**src/mmio_consts.svh**
```systemverilog
`ifndef MMIO_CONSTS_SVH
`define MMIO_CONSTS_SVH

// serial transmitter window
`define MMIO_UART_TX_BASE 32'hF000_0000
`define MMIO_UART_TX_END 32'hF000_0003

// serial receiver window
`define MMIO_UART_RX_BASE 32'hF000_0010
`define MMIO_UART_RX_END 32'hF000_0013

// mtimecmp and mtime words, four registers
`define MMIO_TIMER_BASE 32'hF000_0100
`define MMIO_TIMER_END 32'hF000_010F

// default region depth in 32-bit words
`define MMIO_RAM_WORDS 1024

// clocks per serial bit, kept short for simulation
`define MMIO_CLKS_PER_BIT 8

// all ones so no compare match right after reset
`define MMIO_MTIMECMP_RESET 64'hFFFF_FFFF_FFFF_FFFF

`endif

```
**src/bus_pkg.sv**
```systemverilog
package bus_pkg;

    // byte address on the command port
    typedef logic [31:0] addr_t;

    // read and write data word
    typedef logic [31:0] data_t;

    // decoded target of a command, ram is the default
    typedef enum logic [1:0] {
        region_ram     = 2'd0,
        region_uart_tx = 2'd1,
        region_uart_rx = 2'd2,
        region_timer   = 2'd3
    } region_t;

endpackage

```
**src/periph_pkg.sv**
```systemverilog
package periph_pkg;

    // one 8N1 character
    typedef logic [7:0] uart_byte_t;

    // clocks elapsed within one bit time
    typedef logic [15:0] bit_count_t;

    // machine time and compare values
    typedef logic [63:0] mtime_t;

endpackage

```
**src/mmio_timer.sv**
```systemverilog
`timescale 1ns/100ps
`include "mmio_consts.svh"

module mmio_timer (
    input  logic               clk,
    input  logic               rst,
    input  logic               cmd_start,
    input  logic               cmd_write,
    input  bus_pkg::addr_t     addr,
    input  bus_pkg::data_t     wdata,
    input  periph_pkg::mtime_t mtime,
    output logic               cmd_ready,
    output bus_pkg::data_t     rdata,
    output logic               rdata_valid,
    output periph_pkg::mtime_t mtimecmp
);

    assign cmd_ready = 1'b1;

    // offsets 0 and 4 hold mtimecmp, 8 and 12 are read-only
    always_ff @(posedge clk) begin
        if (rst) begin
            mtimecmp    <= `MMIO_MTIMECMP_RESET;
            rdata_valid <= 1'b0;
        end else begin
            rdata_valid <= cmd_start && !cmd_write;
            if (cmd_start && cmd_write) begin
                case (addr[3:2])
                    2'd0: mtimecmp[31:0] <= wdata;
                    2'd1: mtimecmp[63:32] <= wdata;
                    default: ;
                endcase
            end
        end
    end

    // mtime is captured on the start edge
    always_ff @(posedge clk) begin
        if (cmd_start && !cmd_write) begin
            case (addr[3:2])
                2'd0: rdata <= mtimecmp[31:0];
                2'd1: rdata <= mtimecmp[63:32];
                2'd2: rdata <= mtime[31:0];
                default: rdata <= mtime[63:32];
            endcase
        end
    end

endmodule

```
**config.mk**
```make
export PLATFORM = sky130hd
export DESIGN_NAME = mmio_timer
export DESIGN_NICKNAME = d
export VERILOG_FILES = /design/src/bus_pkg.sv /design/src/periph_pkg.sv /design/src/mmio_timer.sv
export VERILOG_INCLUDE_DIRS = /design/src
export SDC_FILE = /design/constraint.sdc
export NUM_CORES = 1
export LEC_CHECK = 0
export BUFFER_PORTS_ARGS = -buffer_cell sky130_fd_sc_hd__clkbuf_2
export CAP_MARGIN = 0
export CELL_PAD_IN_SITES_DETAIL_PLACEMENT = 0
export CELL_PAD_IN_SITES_GLOBAL_PLACEMENT = 2
export CORE_AREA = 2 2 134 136
export CTS_BUF_LIST = sky130_fd_sc_hd__clkbuf_4
export DETAILED_ROUTE_END_ITERATION = 6
export DIE_AREA = 0 0 136 138
export HOLD_SLACK_MARGIN = 0.03
export PLACE_DENSITY_LB_ADDON = 0.05
export SLEW_MARGIN = 20
export SYNTH_ARGS = -nofsm -noshare
export SYNTH_HDL_FRONTEND = slang
export SYNTH_SLANG_ARGS = --single-unit
```
**constraint.sdc**
```tcl
create_clock -name clk -period 2.09 [get_ports clk]
set_input_delay 0.209 -clock clk [delete_from_list [all_inputs] [get_ports clk]]
set_output_delay 0.209 -clock clk [all_outputs]
set_load 0.03 [all_outputs]
```
# [Word-level counts from Yosys, hierarchy flattened]
# Index checks and enable logic that the tools add are counted.
[op_classes] reduce_logical=6 eq_ne=2 n_mux=1
[op_table] cell="case mux 32 bit (3 select lines)" n=1
[op_table] cell="AND reduction 2 bit" n=2
[op_table] cell="== test 2 x 1 -> 1 bit (second input constant)" n=1
[op_table] cell="== test 2 bit (second input constant)" n=1
[op_table] cell="logical AND 1 bit" n=2
[op_table] cell="logical NOT 2 bit" n=1
[op_table] cell="logical NOT 1 bit" n=1
[word_totals] elab_cells=13 ff_bits=97 output_inout_bits=98

# [Logic depth before layout (Yosys ltp)]
# Gate-level depths: netlist (run 1).
[depth] depth_word=2 mapped_depth=5 mapped_depth_nobuf=2

# [Least setup slack after synthesis (run 1)]
# Ideal clock, no wire load.
[synth_path] path_kind="input-to-reg" from="input port cmd_write" to="register rdata[0], enable pin" t_required_ns=1.664 stages=1 setup_slack_ns=-0.018 arrival_time_ns=1.681 path_cell_list="nor2b_1"
[synth_between] elab_chain_cells=2
[synth_rtl] element="start: declaration" line="mmio_timer.sv:8" source="input logic cmd_write,"
[synth_rtl] element="logical NOT 1 bit" line="mmio_timer.sv:39" source="if (cmd_start && !cmd_write) begin"
[synth_rtl] element="logical AND 1 bit" line="mmio_timer.sv:39"
[synth_rtl] element="end signal: assignment" line="mmio_timer.sv:41" source="2'd0: rdata <= mtimecmp[31:0];"
[synth_rtl] element="end signal: assignment" line="mmio_timer.sv:42" source="2'd1: rdata <= mtimecmp[63:32];"
[synth_rtl] element="end signal: assignment" line="mmio_timer.sv:43" source="2'd2: rdata <= mtime[31:0];"
[synth_rtl] element="end: declaration" line="mmio_timer.sv:13" source="output bus_pkg::data_t rdata,"
# Every way passes these cells.
# A chain may end at the register's enable or synchronous reset.

# [Final worst setup path (run 1)]
[layout_path] from="register mtimecmp[13]" to="output port mtimecmp[13]"
[layout_lines] element="start: declaration" line="mmio_timer.sv:15" source="output periph_pkg::mtime_t mtimecmp"
[layout_lines] element="start signal: assignment" line="mmio_timer.sv:23" source="mtimecmp <= `MMIO_MTIMECMP_RESET;"
[layout_lines] element="start signal: assignment" line="mmio_timer.sv:29" source="2'd0: mtimecmp[31:0] <= wdata;"
# No word-level cell between the ends.

==> impl_metrics.toml, run 1 <==
[setup_path]
cp.depth = 1
arrival_ns = 1.10
cp-start-kind = "register"
crit_slowest_cell = "dfxtp_1"
cp.required_ns = 1.88
r2r_start = "mtimecmp[63]"
path_buf_inv = 1
ff2ff_setup_slack_ns = 1.00
end_kind = "output pin"
reg2reg_depth = 1
slowest_delay_ns = 0.42
critPathCapture = "mtimecmp[13]"
timing_worst_setup_path_type = "reg2out"
crit_chain = "clkbuf_2"
r2r_end = "rdata[31]"
cp_top_family = "flip-flops"
startpoint = "mtimecmp[13]"
critPathMaxFanout = 3

[routing]
vias = 3301
drt_iter0_markers = 111
ant_nets = 0
drc = 0
route.detailed.wl_per_inst_microns = 15.44
drt_first_pass_iters = 4
wl_microns = 12010
vias_per_cell = 4.243

[floorplan]
fp.dieW_microns = 136
start_util_pct = 24.35
io_pins = 230
fp-row-count = 49
dieArea_sq_um = 18770
coreArea_sq_um = 17530
fp.dieH_microns = 138

[synthesis]
syn_area_sq_um = 4269
synth_fp_nets = 453
ys_seq_elements = 97
yosysTopAreaCell = "dfxtp_1"
synth_top_area_share_pct = 30.48
yosysSeqAreaShare_pct = 52.99
synthDistinctLibCells = 15
syn-instance-count = 321
ys_warn_count = 0
synthTopCellsByArea = "dfxtp_1, edfxtp_1, mux4_2, mux2i_1, nor2_1"
avgSynthCellArea_sq_um = 13.30

[placed_design]
place_area_sq_um = 5477
gp_congestion = 0.7240
port_buffers = 198
dp_hpwl_microns = 8423

[timing]
finClkSkew_ns = 0.02146
fin_crit_ns = 1.312
tns_ns = 0
hold_ws_ns = 0.1252
fmax_ghz = 0.7624
hold_viol = 0
final_max_slew_viol_count = 0
setup_viol = 0
rsz0062_at_grt = "no"
timing.final.crit_share_pct = 62.76

[pwr]
cellLeakagePower_uw = 0.002841
vdd_ir_drop_max_mv = 0.3493
powerDensity_nw_per_um2 = 627.4

[clock_tree]
htree_levels = 3
clk_latency_ns = 0.46
hold_buffers = 32
cts-resized-gates = 0
cts_buffer_depth = 2
cts_root_buf = "clkbuf_4"
path_clk_slew_ns = 0.15
cts_tree = "done"
cts_made_buffers = 9
clock-sinks = 97
postCtsSetupBuffers = 0

[final_layout]
finish.utilization_pct = 33.92
area_delta_synth_final_pct = 39.30
fin_area_sq_um = 5947
drive_gt1_share_pct = 46.17
nNetsFinal = 676

[run]
cap_violations = 0

[global_routing]
grt_max_degree = 50
grt_util_all_layers_pct = 12.94
grt_pass1_vias = 3345
antenna_found_initial = 1
grt_pass1_wl_microns = 18410
overflow = 0

[worst_hold_path]
hp-class = "in2reg"
hold_path_startpoint = "mtime[45]"

[outcome]
outcome = "finished clean"
==> kinds of logic (layout without fill, tap and decap cells) <==
kind of cell / after synthesis / count (layout) / share of synthesized area, %
other: 1 / 2 / 0.08784
buffers and inverters: 27 / 254 / 5.305
flip-flops: 97 / 97 / 52.99
multiplexers: 96 / 96 / 32.06
AND/OR/NAND/NOR: 100 / 100 / 9.554
==> metrics by stage <==
step	std cells	setup WS (ns)	total power, uW
2_1_floorplan	321	0.5905	2424
3_3_place_gp	730	0.5953	2622
3_5_place_dp	730	0.5790	2625
4_1_cts	777	0.7093	3820
5_1_grt	778	0.7066	3907
6_report	778	0.7784	3731
==> worst min path at each step <==
stage          slack (ns)  depth (start not counted)           end
3_5_place_dp         0.48                          3   mtimecmp[0]
4_1_cts              0.07                          2     rdata[15]
2_1_floorplan        0.38                          2  mtimecmp[10]
3_3_place_gp         0.47                          3  mtimecmp[49]
6_report             0.13                          2     rdata[13]
5_1_grt              0.09                          2     rdata[31]
==> routing by layer <==
metal	global-route usage [%]	share of wire (%)
met1	16.05	43
met2	21.37	48
met3	3.374	6.8
met4	5.099	1.6
met5	0	0
==> state kept, by name, summed over array words and instances (netlist names) <==
signal       count
mtimecmp        64
rdata           32
rdata_valid      1
==> cell usage after synthesis <==
cell / n
edfxtp_1: 32
buf_6: 6
clkbuf_1: 9
buf_12: 3
nor2b_1: 2
buf_2: 1
mux4_1: 2
mux2i_1: 64
nand4bb_1: 1
nor2_1: 96
dfxtp_1: 65
conb_1: 1
nand4b_4: 1
buf_4: 8
mux4_2: 30
==> layout by cell type, fill, tap and decap left out, types with 2 or more instances in the layout <==
| master | synthesis | layout |
|---|---|---|
| clkbuf_2 | 0 | 197 |
| nor2_1 | 96 | 96 |
| dfxtp_1 | 65 | 65 |
| mux2i_1 | 64 | 64 |
| dlygate4sd3_1 | 0 | 32 |
| edfxtp_1 | 32 | 32 |
| mux4_2 | 30 | 30 |
| clkbuf_4 | 0 | 10 |
| buf_4 | 8 | 5 |
| buf_12 | 3 | 5 |
| mux4_1 | 2 | 2 |
| clkinv_1 | 0 | 2 |
| bufinv_16 | 0 | 2 |
==> final cells by class <==
type | count | area [sq um]
antenna | 1 | 2.502
clock buffer | 10 | 75.07
clock inverter | 5 | 72.57
fill | 1842 | 11590
multi-input combinational | 197 | 1804
sequential | 97 | 2262
tap | 229 | 286.5
timing repair buffer | 239 | 1444
==> power breakdown <==
group	total, uW	switching, uW	internal, uW
clock	1110	625	484
sequential	2040	29.0	2010
combinational	581	308	274
total	3730	962	2770
No activity file was read; power rests on OpenSTA's default activity.
==> inputs of run 2 (changes only) <==
ABC_AREA = 1   (was not set)
clock period = 1.23 ns   (was 2.09 ns; I/O delays follow)
==> run 2 against run 1 <==
Synthesized cell count is 60% higher. Worst hold slack lost 0.018 ns. Clock-buffer cell count fell by 1. Sequential cell count is the same. Power increased by 84%. Clock skew fell by 0.0096 ns. Setup slack worse by 0.73 ns. Final area up 18%. Non-clock buffer count rose by 84. Critical path type unchanged. Critical endpoint is now mtimecmp[0]. Largest power group unchanged. Highest routed layer unchanged.
==> impl_metrics.toml, run 2 <==
[outcome]
outcome = "finished clean"

[synthesis]
synth_edf_count = 32
yosysTopAreaCell = "dfxtp_1"
ys.flop_type = "dfxtp_1"
synthTopCellsByCount = "nand3_1, nand2_1, dfxtp_1, edfxtp_1, nand4_1"
synth.most_common_cell = "nand3_1"
synthTopCellsByArea = "dfxtp_1, nand3_1, edfxtp_1, nand2_1, nand4_1"
syn-instance-count = 512
yosysSeqAreaShare_pct = 52.85
synth-async-reset-ratio_pct = 0
syn_area_sq_um = 4280
synth_top_area_share_pct = 30.40
synth_fp_nets = 644
ys_warn_count = 0
synthDistinctLibCells = 15
ys_seq_elements = 97
avgSynthCellArea_sq_um = 8.360

[final_layout]
register_area_sq_um = 2337
fin_area_sq_um = 7027
mostFrequentLayoutCell = "nand3_1"
antenna_cells = 0
fillCellCount = 1856
final_cell_mix = "nand3_1, clkbuf_2, nand2_1"
reg_top3 = "mtimecmp x64, rdata x32, rdata_valid x1"
multi_input_area_sq_um = 1735
largest_register_ffs = 64
drive_gt1_share_pct = 38.08
nNetsFinal = 928
area_delta_synth_final_pct = 64.16
top_register = "mtimecmp"

[routing]
route.detailed.wl_per_inst_microns = 16.52
vias = 4895
wl_microns = 17010
vias_per_cell = 4.752
drt_iter0_markers = 155
ant_nets = 0
drt_first_pass_iters = 4
drc = 0

[placed_design]
port_buffers = 198
place_area_sq_um = 5622
gp_congestion = 0.7834
dp_hpwl_microns = 11460

[clock_tree]
htree_levels = 3
clk_latency_ns = 0.46
clock-sinks = 97
cts_tree = "done"
cts_made_buffers = 9
cts_buffer_depth = 2
path_clk_slew_ns = 0.16
cts_root_buf = "clkbuf_4"

[global_routing]
antenna_found_initial = 0
grt_pass1_wl_microns = 26090
grt_util_all_layers_pct = 17.98
grt_max_degree = 45
overflow = 0
grt_pass1_vias = 4842

[timing]
final_max_slew_viol_count = 0
timing.final.crit_share_pct = 95.93
rsz0062_at_grt = "yes"
hold_viol = 0
fmax_ghz = 0.8475
finClkSkew_ns = 0.01181
setup_viol = 0
fin_crit_ns = 1.180

[setup_path]
cp.required_ns = 1.11
crit_slowest_cell = "dfxtp_1"
crit_chain = "clkbuf_4"
cp_top_family = "flip-flops"
critPathMaxFanout = 3
cp-start-kind = "register"
slowest_delay_ns = 0.40
arrival_ns = 1.06
end_kind = "output pin"
timing_worst_setup_path_type = "reg2out"
path_buf_inv = 1

[floorplan]
fp-row-count = 49
coreArea_sq_um = 17530
io_pins = 230
fp.dieW_microns = 136
start_util_pct = 24.41
fp.dieH_microns = 138
dieArea_sq_um = 18770

[run]
cap_violations = 0

[worst_hold_path]
hp-class = "in2reg"

[pwr]
vdd_ir_drop_max_mv = 0.4025
finalPower_uw = 6875
powerDensity_nw_per_um2 = 978.5
cellLeakagePower_uw = 0.003157
run 2: per-layer routing:
| layer | track usage, % | up-vias | part of all wire [%] |
|---|---|---|---|
| li1 | - | 2398 | - |
| met1 | 22.42 | 2325 | 43 |
| met2 | 30.86 | 154 | 50 |
| met3 | 3.410 | 18 | 5.9 |
| met4 | 6.195 | 0 | 1.6 |
| met5 | 0 | - | 0 |
run 2: cell type report:
cell class | count | share of cell area (%)
Inverter | 5 | 0.2671
Sequential cell | 97 | 33.26
Clock inverter | 7 | 0.8725
Multi-Input combinational cell | 360 | 24.70
Timing Repair Buffer | 323 | 35.86
Clock buffer | 9 | 0.9615
Tap cell | 229 | 4.078
run 2: cell families after synthesis:
group,after synthesis,synth area share [%]
and+or+nand+nor,359,40.11
DFF,97,52.85
buffers and inverters,55,6.957
other,1,0.08761
run 2: timing repair:
action | 4_1_cts | 5_1_grt
hold buffers | 98 | 0
resized for setup | 112 | 37
endpoints found under the setup margin | 70 | 36
buffers inserted | 0 | 0
hold endpoints to repair | 97 | 0
run 2: metrics by stage:
stage | cells | TNS (ns) | hold slack, ns | utilization (%) | setup WS [ns]
after floorplan | 512 | 0 | 0.1998 | - | 0.1703
after global placement | 916 | 0 | 0.3244 | 32.06 | 0.04188
after detailed placement | 916 | 0 | 0.3327 | 32.06 | 0.001716
after CTS | 1030 | -0.01774 | 0.07001 | 39.86 | -0.01243
after global routing | 1030 | -0.05181 | 0.1323 | 40.07 | -0.01665
final | 1030 | 0 | 0.1075 | 40.07 | 0.05005
run 2: path summary, 6_finish.rpt:
check | slack, ns | endpoint | cells after the start | startpoint
worst min-delay path | 0.11 | mtimecmp[27] | 5 | cmd_start
worst max register to register | 0.45 | rdata[0] | 2 | mtimecmp[32]
worst max-delay path | 0.05 | mtimecmp[0] | 1 | mtimecmp[0]
worst min register to register | 0.48 | mtimecmp[60] | 2 | mtimecmp[60]
run 2: worst min-delay path, cell delays in order:
cell	delay, ns
clkbuf_2	0.09
nand2_1	0.06
inv_2	0.10
nand3_1	0.09
nand3_1	0.07
run 2: power breakdown:
part           internal, uW  leakage, uW  switching, uW
clock network           602    0.0000745           1120
logic                   698      0.00228            888
registers              3480     0.000803           83.1
