===== src/mmio_consts.svh =====
`ifndef MMIO_CONSTS_SVH
`define MMIO_CONSTS_SVH

// serial transmitter window
`define MMIO_UART_TX_BASE 32'hF000_0000
`define MMIO_UART_TX_END 32'hF000_0003

// serial receiver window
`define MMIO_UART_RX_BASE 32'hF000_0010
`define MMIO_UART_RX_END 32'hF000_0013

// mtimecmp and mtime words, four registers
`define MMIO_TIMER_BASE 32'hF000_0100
`define MMIO_TIMER_END 32'hF000_010F

// default region depth in 32-bit words
`define MMIO_RAM_WORDS 1024

// clocks per serial bit, kept short for simulation
`define MMIO_CLKS_PER_BIT 8

// all ones so no compare match right after reset
`define MMIO_MTIMECMP_RESET 64'hFFFF_FFFF_FFFF_FFFF

`endif


===== src/bus_pkg.sv =====
package bus_pkg;

    // byte address on the command port
    typedef logic [31:0] addr_t;

    // read and write data word
    typedef logic [31:0] data_t;

    // decoded target of a command, ram is the default
    typedef enum logic [1:0] {
        region_ram     = 2'd0,
        region_uart_tx = 2'd1,
        region_uart_rx = 2'd2,
        region_timer   = 2'd3
    } region_t;

endpackage


===== src/periph_pkg.sv =====
package periph_pkg;

    // one 8N1 character
    typedef logic [7:0] uart_byte_t;

    // clocks elapsed within one bit time
    typedef logic [15:0] bit_count_t;

    // machine time and compare values
    typedef logic [63:0] mtime_t;

endpackage


===== src/mmio_uart_rx.sv =====
`timescale 1ns/100ps
`include "mmio_consts.svh"

module mmio_uart_rx (
    input  logic           clk,
    input  logic           rst,
    input  logic           cmd_start,
    input  logic           cmd_write,
    input  bus_pkg::addr_t addr,
    input  bus_pkg::data_t wdata,
    input  logic           uart_rx,
    output logic           cmd_ready,
    output bus_pkg::data_t rdata,
    output logic           rdata_valid
);

    localparam periph_pkg::bit_count_t last_clk = `MMIO_CLKS_PER_BIT - 1;
    localparam periph_pkg::bit_count_t half_clk = `MMIO_CLKS_PER_BIT / 2 - 1;

    typedef enum logic [1:0] {st_idle, st_start, st_data, st_stop} rx_state_t;

    rx_state_t              state;
    periph_pkg::bit_count_t clk_cnt;
    periph_pkg::uart_byte_t rx_shift;
    periph_pkg::uart_byte_t hold_byte;
    logic [2:0]             bit_idx;
    logic                   rx_meta;
    logic                   rx_sync;
    logic                   hold_valid;
    logic                   rd_req;
    logic                   byte_done;

    assign cmd_ready = 1'b1;
    // writes land here too but change nothing
    assign rd_req    = cmd_start && !cmd_write && (addr[31:2] == 30'd0);
    assign byte_done = (state == st_stop) && (clk_cnt == last_clk) && rx_sync;

    always_ff @(posedge clk) begin
        if (rst) begin
            rx_meta     <= 1'b1;
            rx_sync     <= 1'b1;
            state       <= st_idle;
            clk_cnt     <= '0;
            bit_idx     <= '0;
            hold_valid  <= 1'b0;
            rdata_valid <= 1'b0;
        end else begin
            rx_meta     <= uart_rx;
            rx_sync     <= rx_meta;
            rdata_valid <= cmd_start && !cmd_write;
            clk_cnt     <= clk_cnt + 1'b1;
            case (state)
                st_idle: begin
                    clk_cnt <= '0;
                    if (!rx_sync) state <= st_start;
                end
                st_start: if (clk_cnt == half_clk) begin
                    // mid start bit, a glitch goes back to idle
                    clk_cnt <= '0;
                    bit_idx <= '0;
                    state   <= rx_sync ? st_idle : st_data;
                end
                st_data: if (clk_cnt == last_clk) begin
                    clk_cnt <= '0;
                    bit_idx <= bit_idx + 3'd1;
                    if (bit_idx == 3'd7) state <= st_stop;
                end
                default: if (clk_cnt == last_clk) state <= st_idle;
            endcase
            // new byte wins over a read in the same cycle
            if (byte_done) begin
                hold_valid <= 1'b1;
            end else if (rd_req) begin
                hold_valid <= 1'b0;
            end
        end
    end

    always_ff @(posedge clk) begin
        if (state == st_data && clk_cnt == last_clk) rx_shift <= {rx_sync, rx_shift[7:1]};
        if (byte_done) hold_byte <= rx_shift;
        if (cmd_start && !cmd_write) rdata <= {23'b0, hold_valid, hold_byte};
    end

endmodule


===== config.mk =====
export PLATFORM = sky130hd
export DESIGN_NAME = mmio_uart_rx
export DESIGN_NICKNAME = d
export VERILOG_FILES = /design/src/bus_pkg.sv /design/src/periph_pkg.sv /design/src/mmio_uart_rx.sv
export VERILOG_INCLUDE_DIRS = /design/src
export SDC_FILE = /design/constraint.sdc
export NUM_CORES = 1
export LEC_CHECK = 0
export ABC_CLOCK_PERIOD_IN_PS = 4900
export BUFFER_PORTS_ARGS = -buffer_cell sky130_fd_sc_hd__buf_2
export CAP_MARGIN = 40
export CORE_MARGIN = 5
export CORE_UTILIZATION = 30
export CTS_CLUSTER_SIZE = 10
export DETAILED_ROUTE_END_ITERATION = 7
export GPL_TIMING_DRIVEN = 0
export PLACE_DENSITY = 0.61
export SLEW_MARGIN = 20
export SYNTH_ARGS = -nofsm -noshare
export SYNTH_HDL_FRONTEND = slang
export SYNTH_SLANG_ARGS = --single-unit

===== constraint.sdc =====
create_clock -name clk -period 4.9 [get_ports clk]
set_clock_uncertainty 0.2 [all_clocks]
set_input_delay 0.49 -clock clk [delete_from_list [all_inputs] [get_ports clk]]
set_output_delay 0.49 -clock clk [all_outputs]
set_load 0.05 [all_outputs]

### Word-level counts from Yosys, hierarchy flattened

Cells that the tools add are included.

| cells by class | value |
|---|---|
| reduce and logical (&&, ||, !) cells | 13 |
| multiplexer cells | 15 |
| equal/unequal tests | 10 |
| $add $sub $neg | 2 |

Operator list:

| operator | count |
|---|---|
| case mux 16 bit (3 select lines) | 1 |
| two-way mux 16 bit | 2 |
| logical NOT 30 bit | 1 |
| adder 16 x 1 -> 16 bit, second input constant | 1 |
| == test 16 x 2 -> 1 bit, second input constant | 1 |
| == test 16 x 3 -> 1 bit, second input constant | 1 |
| two-way mux 2 bit | 6 |
| != test 2 bit, second input constant | 4 |
| two-way mux 3 bit | 2 |
| case mux 2 bit (3 select lines) | 1 |
| case mux 3 bit (2 select lines) | 1 |
| logical AND 1 bit | 5 |
| AND reduction 5 bit | 1 |
| == test 2 bit, second input constant | 2 |
| nonzero test 2 bit | 2 |
| adder 3 x 1 -> 3 bit, second input constant | 1 |
| == test 3 bit, second input constant | 1 |
| AND reduction 3 bit | 1 |
| nonzero test 3 bit | 1 |
| == test 2 x 1 -> 1 bit, second input constant | 1 |
| logical NOT 2 bit | 1 |
| two-way mux 1 bit | 2 |
| logical NOT 1 bit | 1 |

| storage, ports and cells | value |
|---|---|
| output and inout bits | 34 |
| input bits | 69 |
| flip-flop bits (word level) | 50 |
| word-level logic and storage cells | 50 |

### Longest topological paths before layout

Gate-level depths: netlist of run 1.

| logic depth | value |
|---|---|
| depth in word-level cells | 5 |
| mapped depth | 7 |
| depth with buffers taken out | 5 |

### Worst setup path before layout of run 1

OpenSTA, ideal clock, no wires.

| path | value |
|---|---|
| kind | flip-flop to flip-flop |
| from | register clk_cnt[5] |
| to | register hold_byte[0], enable pin |
| arrival | 1.424 ns |
| path slack | 2.952 ns |
| library setup time | 0.324 ns |
| stages on the path, launching flop included | 5 |
| required time | 4.376 ns |
| path through | dfxtp_1 nor4_4 nand4_1 or3_1 inv_1 |

| on the way | value |
|---|---|
| cells in the longest elaborated chain, start to end | 3 |

RTL lines:

| what | line | text |
|---|---|---|
| start, declared | mmio_uart_rx.sv:23 | `periph_pkg::bit_count_t clk_cnt;` |
| start signal, assigned | mmio_uart_rx.sv:51 | `clk_cnt <= clk_cnt + 1'b1;` |
| == test 16 x 3 -> 1 bit | mmio_uart_rx.sv:36 | `assign byte_done = (state == st_stop) && (clk_cnt == last_clk) && rx_sync;` |
| logical AND 1 bit (2 in a row) | mmio_uart_rx.sv:36 |  |
| named net byte_done | mmio_uart_rx.sv:31 | `logic byte_done;` |
| end signal, assigned | mmio_uart_rx.sv:81 | `if (byte_done) hold_byte <= rx_shift;` |
| end, declared | mmio_uart_rx.sv:25 | `periph_pkg::uart_byte_t hold_byte;` |

The timed path passes the listed nets, and every way through them passes these cells.
A chain may end at the register's enable or synchronous reset.

### Final worst setup path of run 1

| path | value |
|---|---|
| from | register clk_cnt[5] |
| to | register hold_byte[6], enable pin |

Same word-level chain as after synthesis.

==> results of run 1 <==
power breakdown:
part,total [mW],switching [mW],internal [mW],leakage [nW]
Clock,0.236,0.135,0.101,0.0458
Combinational,0.0897,0.0612,0.0285,0.639
Sequential,0.441,0.00155,0.439,0.430
registers in the layout, summed over array words and instances, names as in the netlist:
name and flops:
state 2, hold_valid 1, bit_idx 3, clk_cnt 16, rx_meta 1, rdata 9, rx_sync 1, hold_byte 8
rdata_valid 1, rx_shift 8
final cells by class:
cell class,instances,share of cell area
Timing Repair Buffer,44,0.08011
Inverter,1,0.001365
Sequential cell,50,0.4552
Multi-Input combinational cell,134,0.3081
Buffer,29,0.07738
Tap cell,99,0.04506
Clock buffer,5,0.02503
Clock inverter,3,0.007738
final timing paths:
check / to / depth (start not counted)
min: rx_meta / 2
min reg2reg: rx_sync / 1
max: hold_byte[6] / 4
max reg2reg: hold_byte[6] / 4
layout by cell type, fill, tap and decap left out, types with 8 or more instances in the layout:
cell type  count
edfxtp_1      25
nand2_1        8
buf_2         46
conb_1        24
nor2_1        19
nand4_1        9
nor4_1        10
dfxtp_1       25
buf_4         25
metrics by stage:
step / worst slack [ns] / power (mW) / hold WS (ns) / instances / util
3_3_place_gp: 2.750 / 0.5389 / 0.1958 / 357 / 0.3666
3_5_place_dp: 2.741 / 0.5393 / 0.2020 / 357 / 0.3666
2_1_floorplan: 2.952 / 0.5217 / 0.1895 / 214 / -
5_1_grt: 2.615 / 0.8032 / 0.1530 / 365 / 0.3790
6_report: 2.744 / 0.7659 / 0.1634 / 365 / 0.3790
4_1_cts: 2.729 / 0.7793 / 0.1509 / 365 / 0.3790
worst register-to-register path, cell delays in order (launching register included):
cell and delay (ns):
dfxtp_1 0.40, nor4_4 0.40, nand4_1 0.18, or3_1 0.42, inv_1 0.25
cells by family (layout without fill, tap and decap cells):
| family | Yosys count | in the layout | share of synthesized area |
|---|---|---|---|
| fa+ha+maj | 3 | 3 | 0.01682 |
| compound gates | 13 | 13 | 0.04316 |
| flops | 50 | 50 | 0.5605 |
| xor+xnor | 14 | 14 | 0.05493 |
| buf+inv | 30 | 82 | 0.09697 |
| mux | 1 | 1 | 0.005044 |
| simple gates | 79 | 79 | 0.2192 |
| other cells | 2 | 24 | 0.003364 |
layer usage:
layer  up-vias  global-route usage  share of wire
met2        32              0.1518           0.50
met5         -                   0              0
li1        792                   -              -
met4         0             0.04265          0.016
met3         6             0.02580          0.058
met1       693              0.1006           0.42
==> summary.txt, run 1 <==
status - finished, final reports clean
GR Util All Layers - 0.08871
final setup violation count - 0
min cycle time layout - 2.156 ns
flops & latches, synth - 50
die height - 96.26 µm
root buf cell - clkbuf_8
Slew Limit Fails - 0
worst-margin pin slew - 0.7317 ns
Port Buf Inserts - 44
post-place instance area - 2659 µm²
worst-case clock buffer depth - 2
HPWL after DPL - 2900 µm
syn avg cell area - 11.63 µm²
Fmax - 463.9 MHz
area leader, netlist - edfxtp_1
clk_lat worst skew - 0.30 ns
worst setup path start - clk_cnt[5]
number of DRC markers in iteration 0 - 58
row count - 31
max cap viols - 0
DR vias - 1523
# diodes - 0
WL/cell - 10.42 µm
Area Growth Syn to Fin - 23.15%
# DRC - 0
maximum vdd drop - 105.2 µV
# H-tree levels - 2
worst-path fanout max - 8
Die ar. - 9266 µm²
initial core utilization - 0.3077
top_reg_cell synth - edfxtp_1
share of cells above drive strength 1 - 0.3383
io pins - 103
Vias/cell - 4.173
CTS Buf Count - 5
initial antenna violation count - 0
final WL - 3803 µm
ys async rst share - 0
post-synth cell types - 40
# fillers - 744
leakage power - 1.115 nW
Critical-path top delay cell - or3_1
arrival time worst endpoint - 1.94 ns
# hold bufs at CTS - 0
fin area - 2749 µm²
Critical Path RT - 4.69 ns
register area - 1251 µm²
Synth Instances - 192
core box area - 7253 µm²
Post-synth EDFFs - 25
vias in the first global route - 1487
normalized max-slew margin - 0.5112
final period utilization - 0.4399
nets - 337
Die Width - 96.26 µm
pwr dens - 278.6 nW/µm²
area of the multi-input gates - 847.1 µm²
Bufs and invs on worst path - 1
antenna violation net count after detailed routing - 0
Final Hold Violating Endpoints - 0
clock sinks - 50
Critical Path End Type - register
max incr delay on CP - 0.42 ns
CP top delay family - simple AND/OR/NAND/NOR gates
first-pass GRT wire length - 6396 µm
clk slew on worst S/H paths - 0.09 ns
reg2reg setup slack - 2.74 ns
top post-synthesis cells by count - buf_4 (25), dfxtp_1 (25), edfxtp_1 (25)
startpoint of the worst hold path - uart_rx
RR Startpoint - clk_cnt[5]
synth top area cells - edfxtp_1 (34%), dfxtp_1 (22%), buf_4 (8.4%), nor2_1 (3.2%), nor4_1 (2.8%)
CP Launch Type - register
sequential fraction of the synthesis area - 0.5605
final RePlAce weighted congestion - 0.7514
DRT Pass-1 Iters - 4
Hold/Removal Path Class - in2reg
worst-path cell chain - nor4_4 > nand4_1 > or3_1 > inv_1
largest net degree at the start of global routing - 17
TNS Setup - 0 ns
synth warn - 0
CTS tree - yes
CTS resizes - 0
critical path class - reg2reg
post-synthesis cell area - 2232 µm²
grt ovf - 0
share of the synthesized area in the top cell type - 0.3363
# Post-CTS Setup Buffers - 0
RSZ-0062 raised after global routing - no
Note: power is estimated with default switching activity, not from simulation.
==> run 2: changes to the inputs <==
Settings changed: ABC_AREA from default to 1, ABC_CLOCK_PERIOD_IN_PS 4900 to 1900, PLACE_DENSITY 0.61 to 0.63.
Clock period 4.9 ns to 1.9 ns, I/O delays scaled along.
==> run 2 against run 1 <==
Against the previous run:
- first-iteration DRC count fell by 38%
- critical path depth rose by 2
- routed wire length rose by 11%
- flip-flop and latch count did not move
- die area rose by 6.2%
- largest power group unchanged
- sequential power rose to 2.7 times the previous value
- global-route usage fell by 0.050 points
- hold slack got worse by 0.051 ns
- synthesized cell count rose by 38%
==> summary.txt, run 2 <==
first-pass GRT wire length - 7210 µm
WL/cell - 9.502 µm
Die Width - 99.18 µm
root buf cell - clkbuf_8
fin area - 3032 µm²
die height - 99.18 µm
Critical Path End Type - register
syn avg cell area - 9.038 µm²
Synth Instances - 264
clk slew on worst S/H paths - 0.09 ns
Final Util - 0.3923
share of cells above drive strength 1 - 0.3256
CP Launch Type - register
max reg flops - 16
sequential fraction of the synthesis area - 0.5244
vias in the first global route - 1655
final setup violation count - 0
critical path class - reg2reg
Slew Limit Fails - 0
GR Util All Layers - 0.08821
Top Registers - clk_cnt x16, rdata x9
post-place instance area - 2821 µm²
CTS Buf Count - 5
Area Growth Syn to Fin - 27.06%
Port Buf Inserts - 44
flops & latches, synth - 50
clock sinks - 50
antenna violation net count after detailed routing - 0
# diodes - 0
core box area - 7727 µm²
HPWL after DPL - 3351 µm
# fillers - 780
Bufs and invs on worst path - 1
Hold/Removal Path Class - in2reg
most frequent cell after synthesis - nor2_1
Fmax - 554.2 MHz
row count - 32
nets - 415
pwr dens - 825.3 nW/µm²
share of the synthesized area in the top cell type - 0.3146
Die ar. - 9837 µm²
Final Hold Violating Endpoints - 0
# DRC - 0
largest net degree at the start of global routing - 18
CP top delay family - simple AND/OR/NAND/NOR gates
initial core utilization - 0.3088
max cap viols - 0
DR vias - 1790
number of DRC markers in iteration 0 - 36
worst-case clock buffer depth - 2
synth top area cells - edfxtp_1 (31%), dfxtp_1 (21%), nor2_1 (8.0%), buf_4 (7.6%), nand2_1 (5.8%)
final period utilization - 0.9497
post-synth cell types - 27
# H-tree levels - 2
clk_lat worst skew - 0.30 ns
worst-path fanout max - 8
ys async rst share - 0
Critical Path RT - 1.73 ns
Vias/cell - 4.013
most common cell after layout, fill and taps aside - nor2_1
Post-synth EDFFs - 25
worst-path cell chain - ha_2 > nand3_1 > nor2_2 > nand2_2 > nor3_4 > buf_12
final RePlAce weighted congestion - 0.8760
top post-synthesis cells by count - nor2_1 (51), nand2_1 (37), dfxtp_1 (25), edfxtp_1 (25), buf_4 (24)
area leader, netlist - edfxtp_1
final WL - 4238 µm
Largest Register - clk_cnt
top_reg_cell synth - edfxtp_1
synth warn - 0
leakage power - 1.301 nW
status - finished, final reports clean
RSZ-0062 raised after global routing - no
min cycle time layout - 1.804 ns
grt ovf - 0
io pins - 103
max incr delay on CP - 0.36 ns
CTS tree - yes
maximum vdd drop - 345.0 µV
Critical-path top delay cell - dfxtp_2
commonest non-fill, non-tap cells in the layout - nor2_1 (50), buf_2 (44), nand2_1 (36), edfxtp_1 (25)
DRT Pass-1 Iters - 4
post-synthesis cell area - 2386 µm²
arrival time worst endpoint - 1.63 ns
initial antenna violation count - 0
run 2: cell count changes in the layout (fill, tap and decap cells not counted), sizes merged, moves of 6 or more:
| cell | previous run | this run |
|---|---|---|
| xnor2 | 7 | 1 |
| inv | 1 | 25 |
| nor3 | 4 | 11 |
| nand2 | 8 | 44 |
| nor4 | 12 | 0 |
| nand3 | 4 | 11 |
| nor2 | 19 | 64 |
run 2: worst reg2reg max path: stages, from the launching register on:
cell and delay, ns:
dfxtp_2 0.36, ha_2 0.20, nand3_1 0.10, nor2_2 0.15, nand2_2 0.13, nor3_4 0.24, buf_12 0.15
run 2: logic make-up (layout without fill, tap and decap cells):
family / Yosys count / in the layout / synth area share
adder cells (fa/ha/maj): 3 / 3 / 0.01573
buffers and inverters: 50 / 108 / 0.1232
other: 2 / 24 / 0.003147
AO/OA/AOI/OAI: 13 / 13 / 0.03146
AND/OR/NAND/NOR: 141 / 141 / 0.2837
XOR/XNOR: 5 / 5 / 0.01835
flip-flops: 50 / 50 / 0.5244
run 2: repair_timing:
item                                    CTS  global route
gates resized for setup                   2             5
gates cloned                              0             0
endpoints found under the setup margin   16            31
hold buffers                              5             0
pin swaps                                 1             0
setup buffers                             1             0
hold endpoints to repair                  4             0
run 2: final cells by class:
cell class / count / area [µm²] / share of cell area
Buffer: 25 / 200.2 / 0.06603
Tap cell: 102 / 127.6 / 0.04210
Clock inverter: 3 / 47.55 / 0.01568
Sequential cell: 50 / 1252 / 0.4131
Inverter: 25 / 97.59 / 0.03219
Clock buffer: 5 / 68.82 / 0.02270
Timing Repair Buffer: 50 / 290.3 / 0.09575
Multi-Input combinational cell: 186 / 947.2 / 0.3124
run 2: per-layer routing:
| metal | GRT usage | vias up | routed length (µm) |
|---|---|---|---|
| met5 | 0 | - | 0 |
| met4 | 0.02521 | 0 | 47 |
| met3 | 0.02525 | 7 | 248 |
| met2 | 0.1570 | 35 | 2139 |
| met1 | 0.1029 | 782 | 1802 |
| li1 | - | 966 | - |
run 2: where the power goes:
group	leakage [nW]	switching, mW	internal [mW]
Combinational	0.811	0.354	0.189
Clock	0.0587	0.364	0.399
Sequential	0.431	0.0379	1.16
run 2: worst paths after layout:
path,from,end,slack (ns),cells past startpoint
worst max-delay path,clk_cnt[0],hold_byte[6],0.1,6
worst min-delay path,addr[2],hold_valid,0.11,7
worst max register to register,clk_cnt[0],hold_byte[6],0.1,6
worst min register to register,rx_meta,rx_sync,0.22,1
run 2: per-stage QoR:
step,hold WS (ns),setup TNS (ns),instances,setup slack [ns],power (mW)
after detailed placement,0.1804,-1.671,432,-0.1732,1.753
after global routing,0.1631,0,446,0.009487,2.644
final,0.1127,0,446,0.09558,2.502
after floorplan,0.05907,0,286,0.06891,1.653
after global placement,0.1784,-0.9903,432,-0.1240,1.742
after CTS,0.1220,0,446,0.01440,2.520
==> run 3: changes to the inputs <==
Settings changed: PLACE_DENSITY 0.63 to 0.67.
==> run 3 against run 2 <==
Against the previous run:
- sequential power is essentially flat
- cell area shrank 0.41%
- first-iteration DRC count is 28% higher
- power shrank 5.1%
- maximum frequency decreased by 1.1%
- hold slack improved by 0.0090 ns
- critical path depth unchanged
- utilization shrank 0.16 points
- combinational power about the same
==> summary.txt, run 3 (synthesis gave the netlist of run 2 again) <==
root buf cell - clkbuf_8
TNS Setup - 0 ns
# diodes - 0
DRT Pass-1 Iters - 4
Critical Path End Type - register
M3 GR Usage - 0.02665
worst-case clock buffer depth - 2
Finished Layout Cells - 446
Final Hold Violating Endpoints - 0
number of DRC markers in iteration 0 - 46
RSZ-0062 raised after global routing - no
clk_lat worst skew - 0.31 ns
clk slew on worst S/H paths - 0.09 ns
Die ar. - 9837 µm²
initial core utilization - 0.3088
Die Width - 99.18 µm
Slew Limit Fails - 0
arrival time worst endpoint - 1.66 ns
DR vias - 1794
initial antenna violation count - 0
final RePlAce weighted congestion - 0.8868
GR Util All Layers - 0.08955
clock sinks - 50
row count - 32
setup ws final - 0.07514 ns
GR peak layer - met2
Top Registers - clk_cnt x16, rdata x9
Port Buf Inserts - 44
CTS Buf Count - 5
largest net degree at the start of global routing - 19
max reg flops - 16
die height - 99.18 µm
Hold/Removal Path Class - in2reg
most common cell after layout, fill and taps aside - nor2_1
min cycle time layout - 1.825 ns
Critical Path RT - 1.73 ns
core box area - 7727 µm²
# DRC - 0
critical path class - reg2reg
maximum vdd drop - 416.5 µV
CTS tree - yes
Area Growth Syn to Fin - 26.53%
max cap viols - 0
HPWL after DPL - 3318 µm
final period utilization - 0.9605
final WL - 4260 µm
post-layout power - 2.374 mW
final setup violation count - 0
# H-tree levels - 2
worst-path fanout max - 8
CP Launch Type - register
Largest Register - clk_cnt
first-pass GRT wire length - 7231 µm
grt met1 use - 0.09948
vias in the first global route - 1753
dpl cells - 432
leakage power - 1.293 nW
antenna violation net count after detailed routing - 0
GRT met2 Usage - 0.1544
commonest non-fill, non-tap cells in the layout - nor2_1 (50), buf_2 (44), nand2_1 (36), dfxtp_1 (25), edfxtp_1 (25)
io pins - 103
share of cells above drive strength 1 - 0.3227
WL/cell - 9.552 µm
status - finished, final reports clean
dpl ws - -0.2047 ns
Vias/cell - 4.022
grt ovf - 0
nets - 415
pwr dens - 786.3 nW/µm²
Fmax - 548.0 MHz
## run 3: cell type report
type                            instances  area (µm²)
Tap cell                              102       127.6
Fill cell                             787        4708
Multi-Input combinational cell        186       957.2
Clock buffer                            5       68.82
Inverter                               25       97.59
Timing Repair Buffer                   50       290.3
Buffer                                 25       200.2
Sequential cell                        50        1251
Clock inverter                          3       26.28
## run 3: per-layer routing
metal  vias up  share of wire
met4         0          0.023
met5         -              0
met3         9          0.056
li1        961              -
met2        39           0.51
met1       785           0.41
## run 3: what timing repair did
action	CTS	global route
endpoints found under the hold margin	4	0
setup buffers	1	0
hold buffers	5	0
pin swaps	1	1
setup endpoints to repair	16	32
gates resized for setup	2	6
## run 3: where the power goes
part / switching, mW / internal [mW] / leakage, nW / total, mW
Sequential: 0.0348 / 1.16 / 0.431 / 1.19
Clock: 0.368 / 0.271 / 0.0491 / 0.639
Combinational: 0.354 / 0.189 / 0.813 / 0.543
## run 3: critical path, stage by stage (launching register included)
cell	delay (ns)
dfxtp_1	0.38
ha_2	0.21
nand3_1	0.12
nor2_4	0.17
nand2_4	0.10
nor3_4	0.22
buf_12	0.15
## run 3: final timing paths
| check | start | end | slack, ns | depth (start not counted) |
|---|---|---|---|---|
| worst min register to register | hold_byte[6] | rdata[6] | 0.23 | 0 |
| worst max register to register | clk_cnt[0] | hold_byte[6] | 0.08 | 6 |
| worst min-delay path | addr[2] | hold_valid | 0.12 | 7 |
| worst max-delay path | clk_cnt[0] | hold_byte[6] | 0.08 | 6 |
## run 3: through the flow
step / hold WS, ns / area [µm²] / util
3_5_place_dp: 0.1784 / 2821 / 0.3651
6_report: 0.1217 / 3019 / 0.3907
2_1_floorplan: 0.05907 / 2474 / -
3_3_place_gp: 0.1780 / 2821 / 0.3651
4_1_cts: 0.1177 / 2997 / 0.3878
5_1_grt: 0.1384 / 3019 / 0.3907
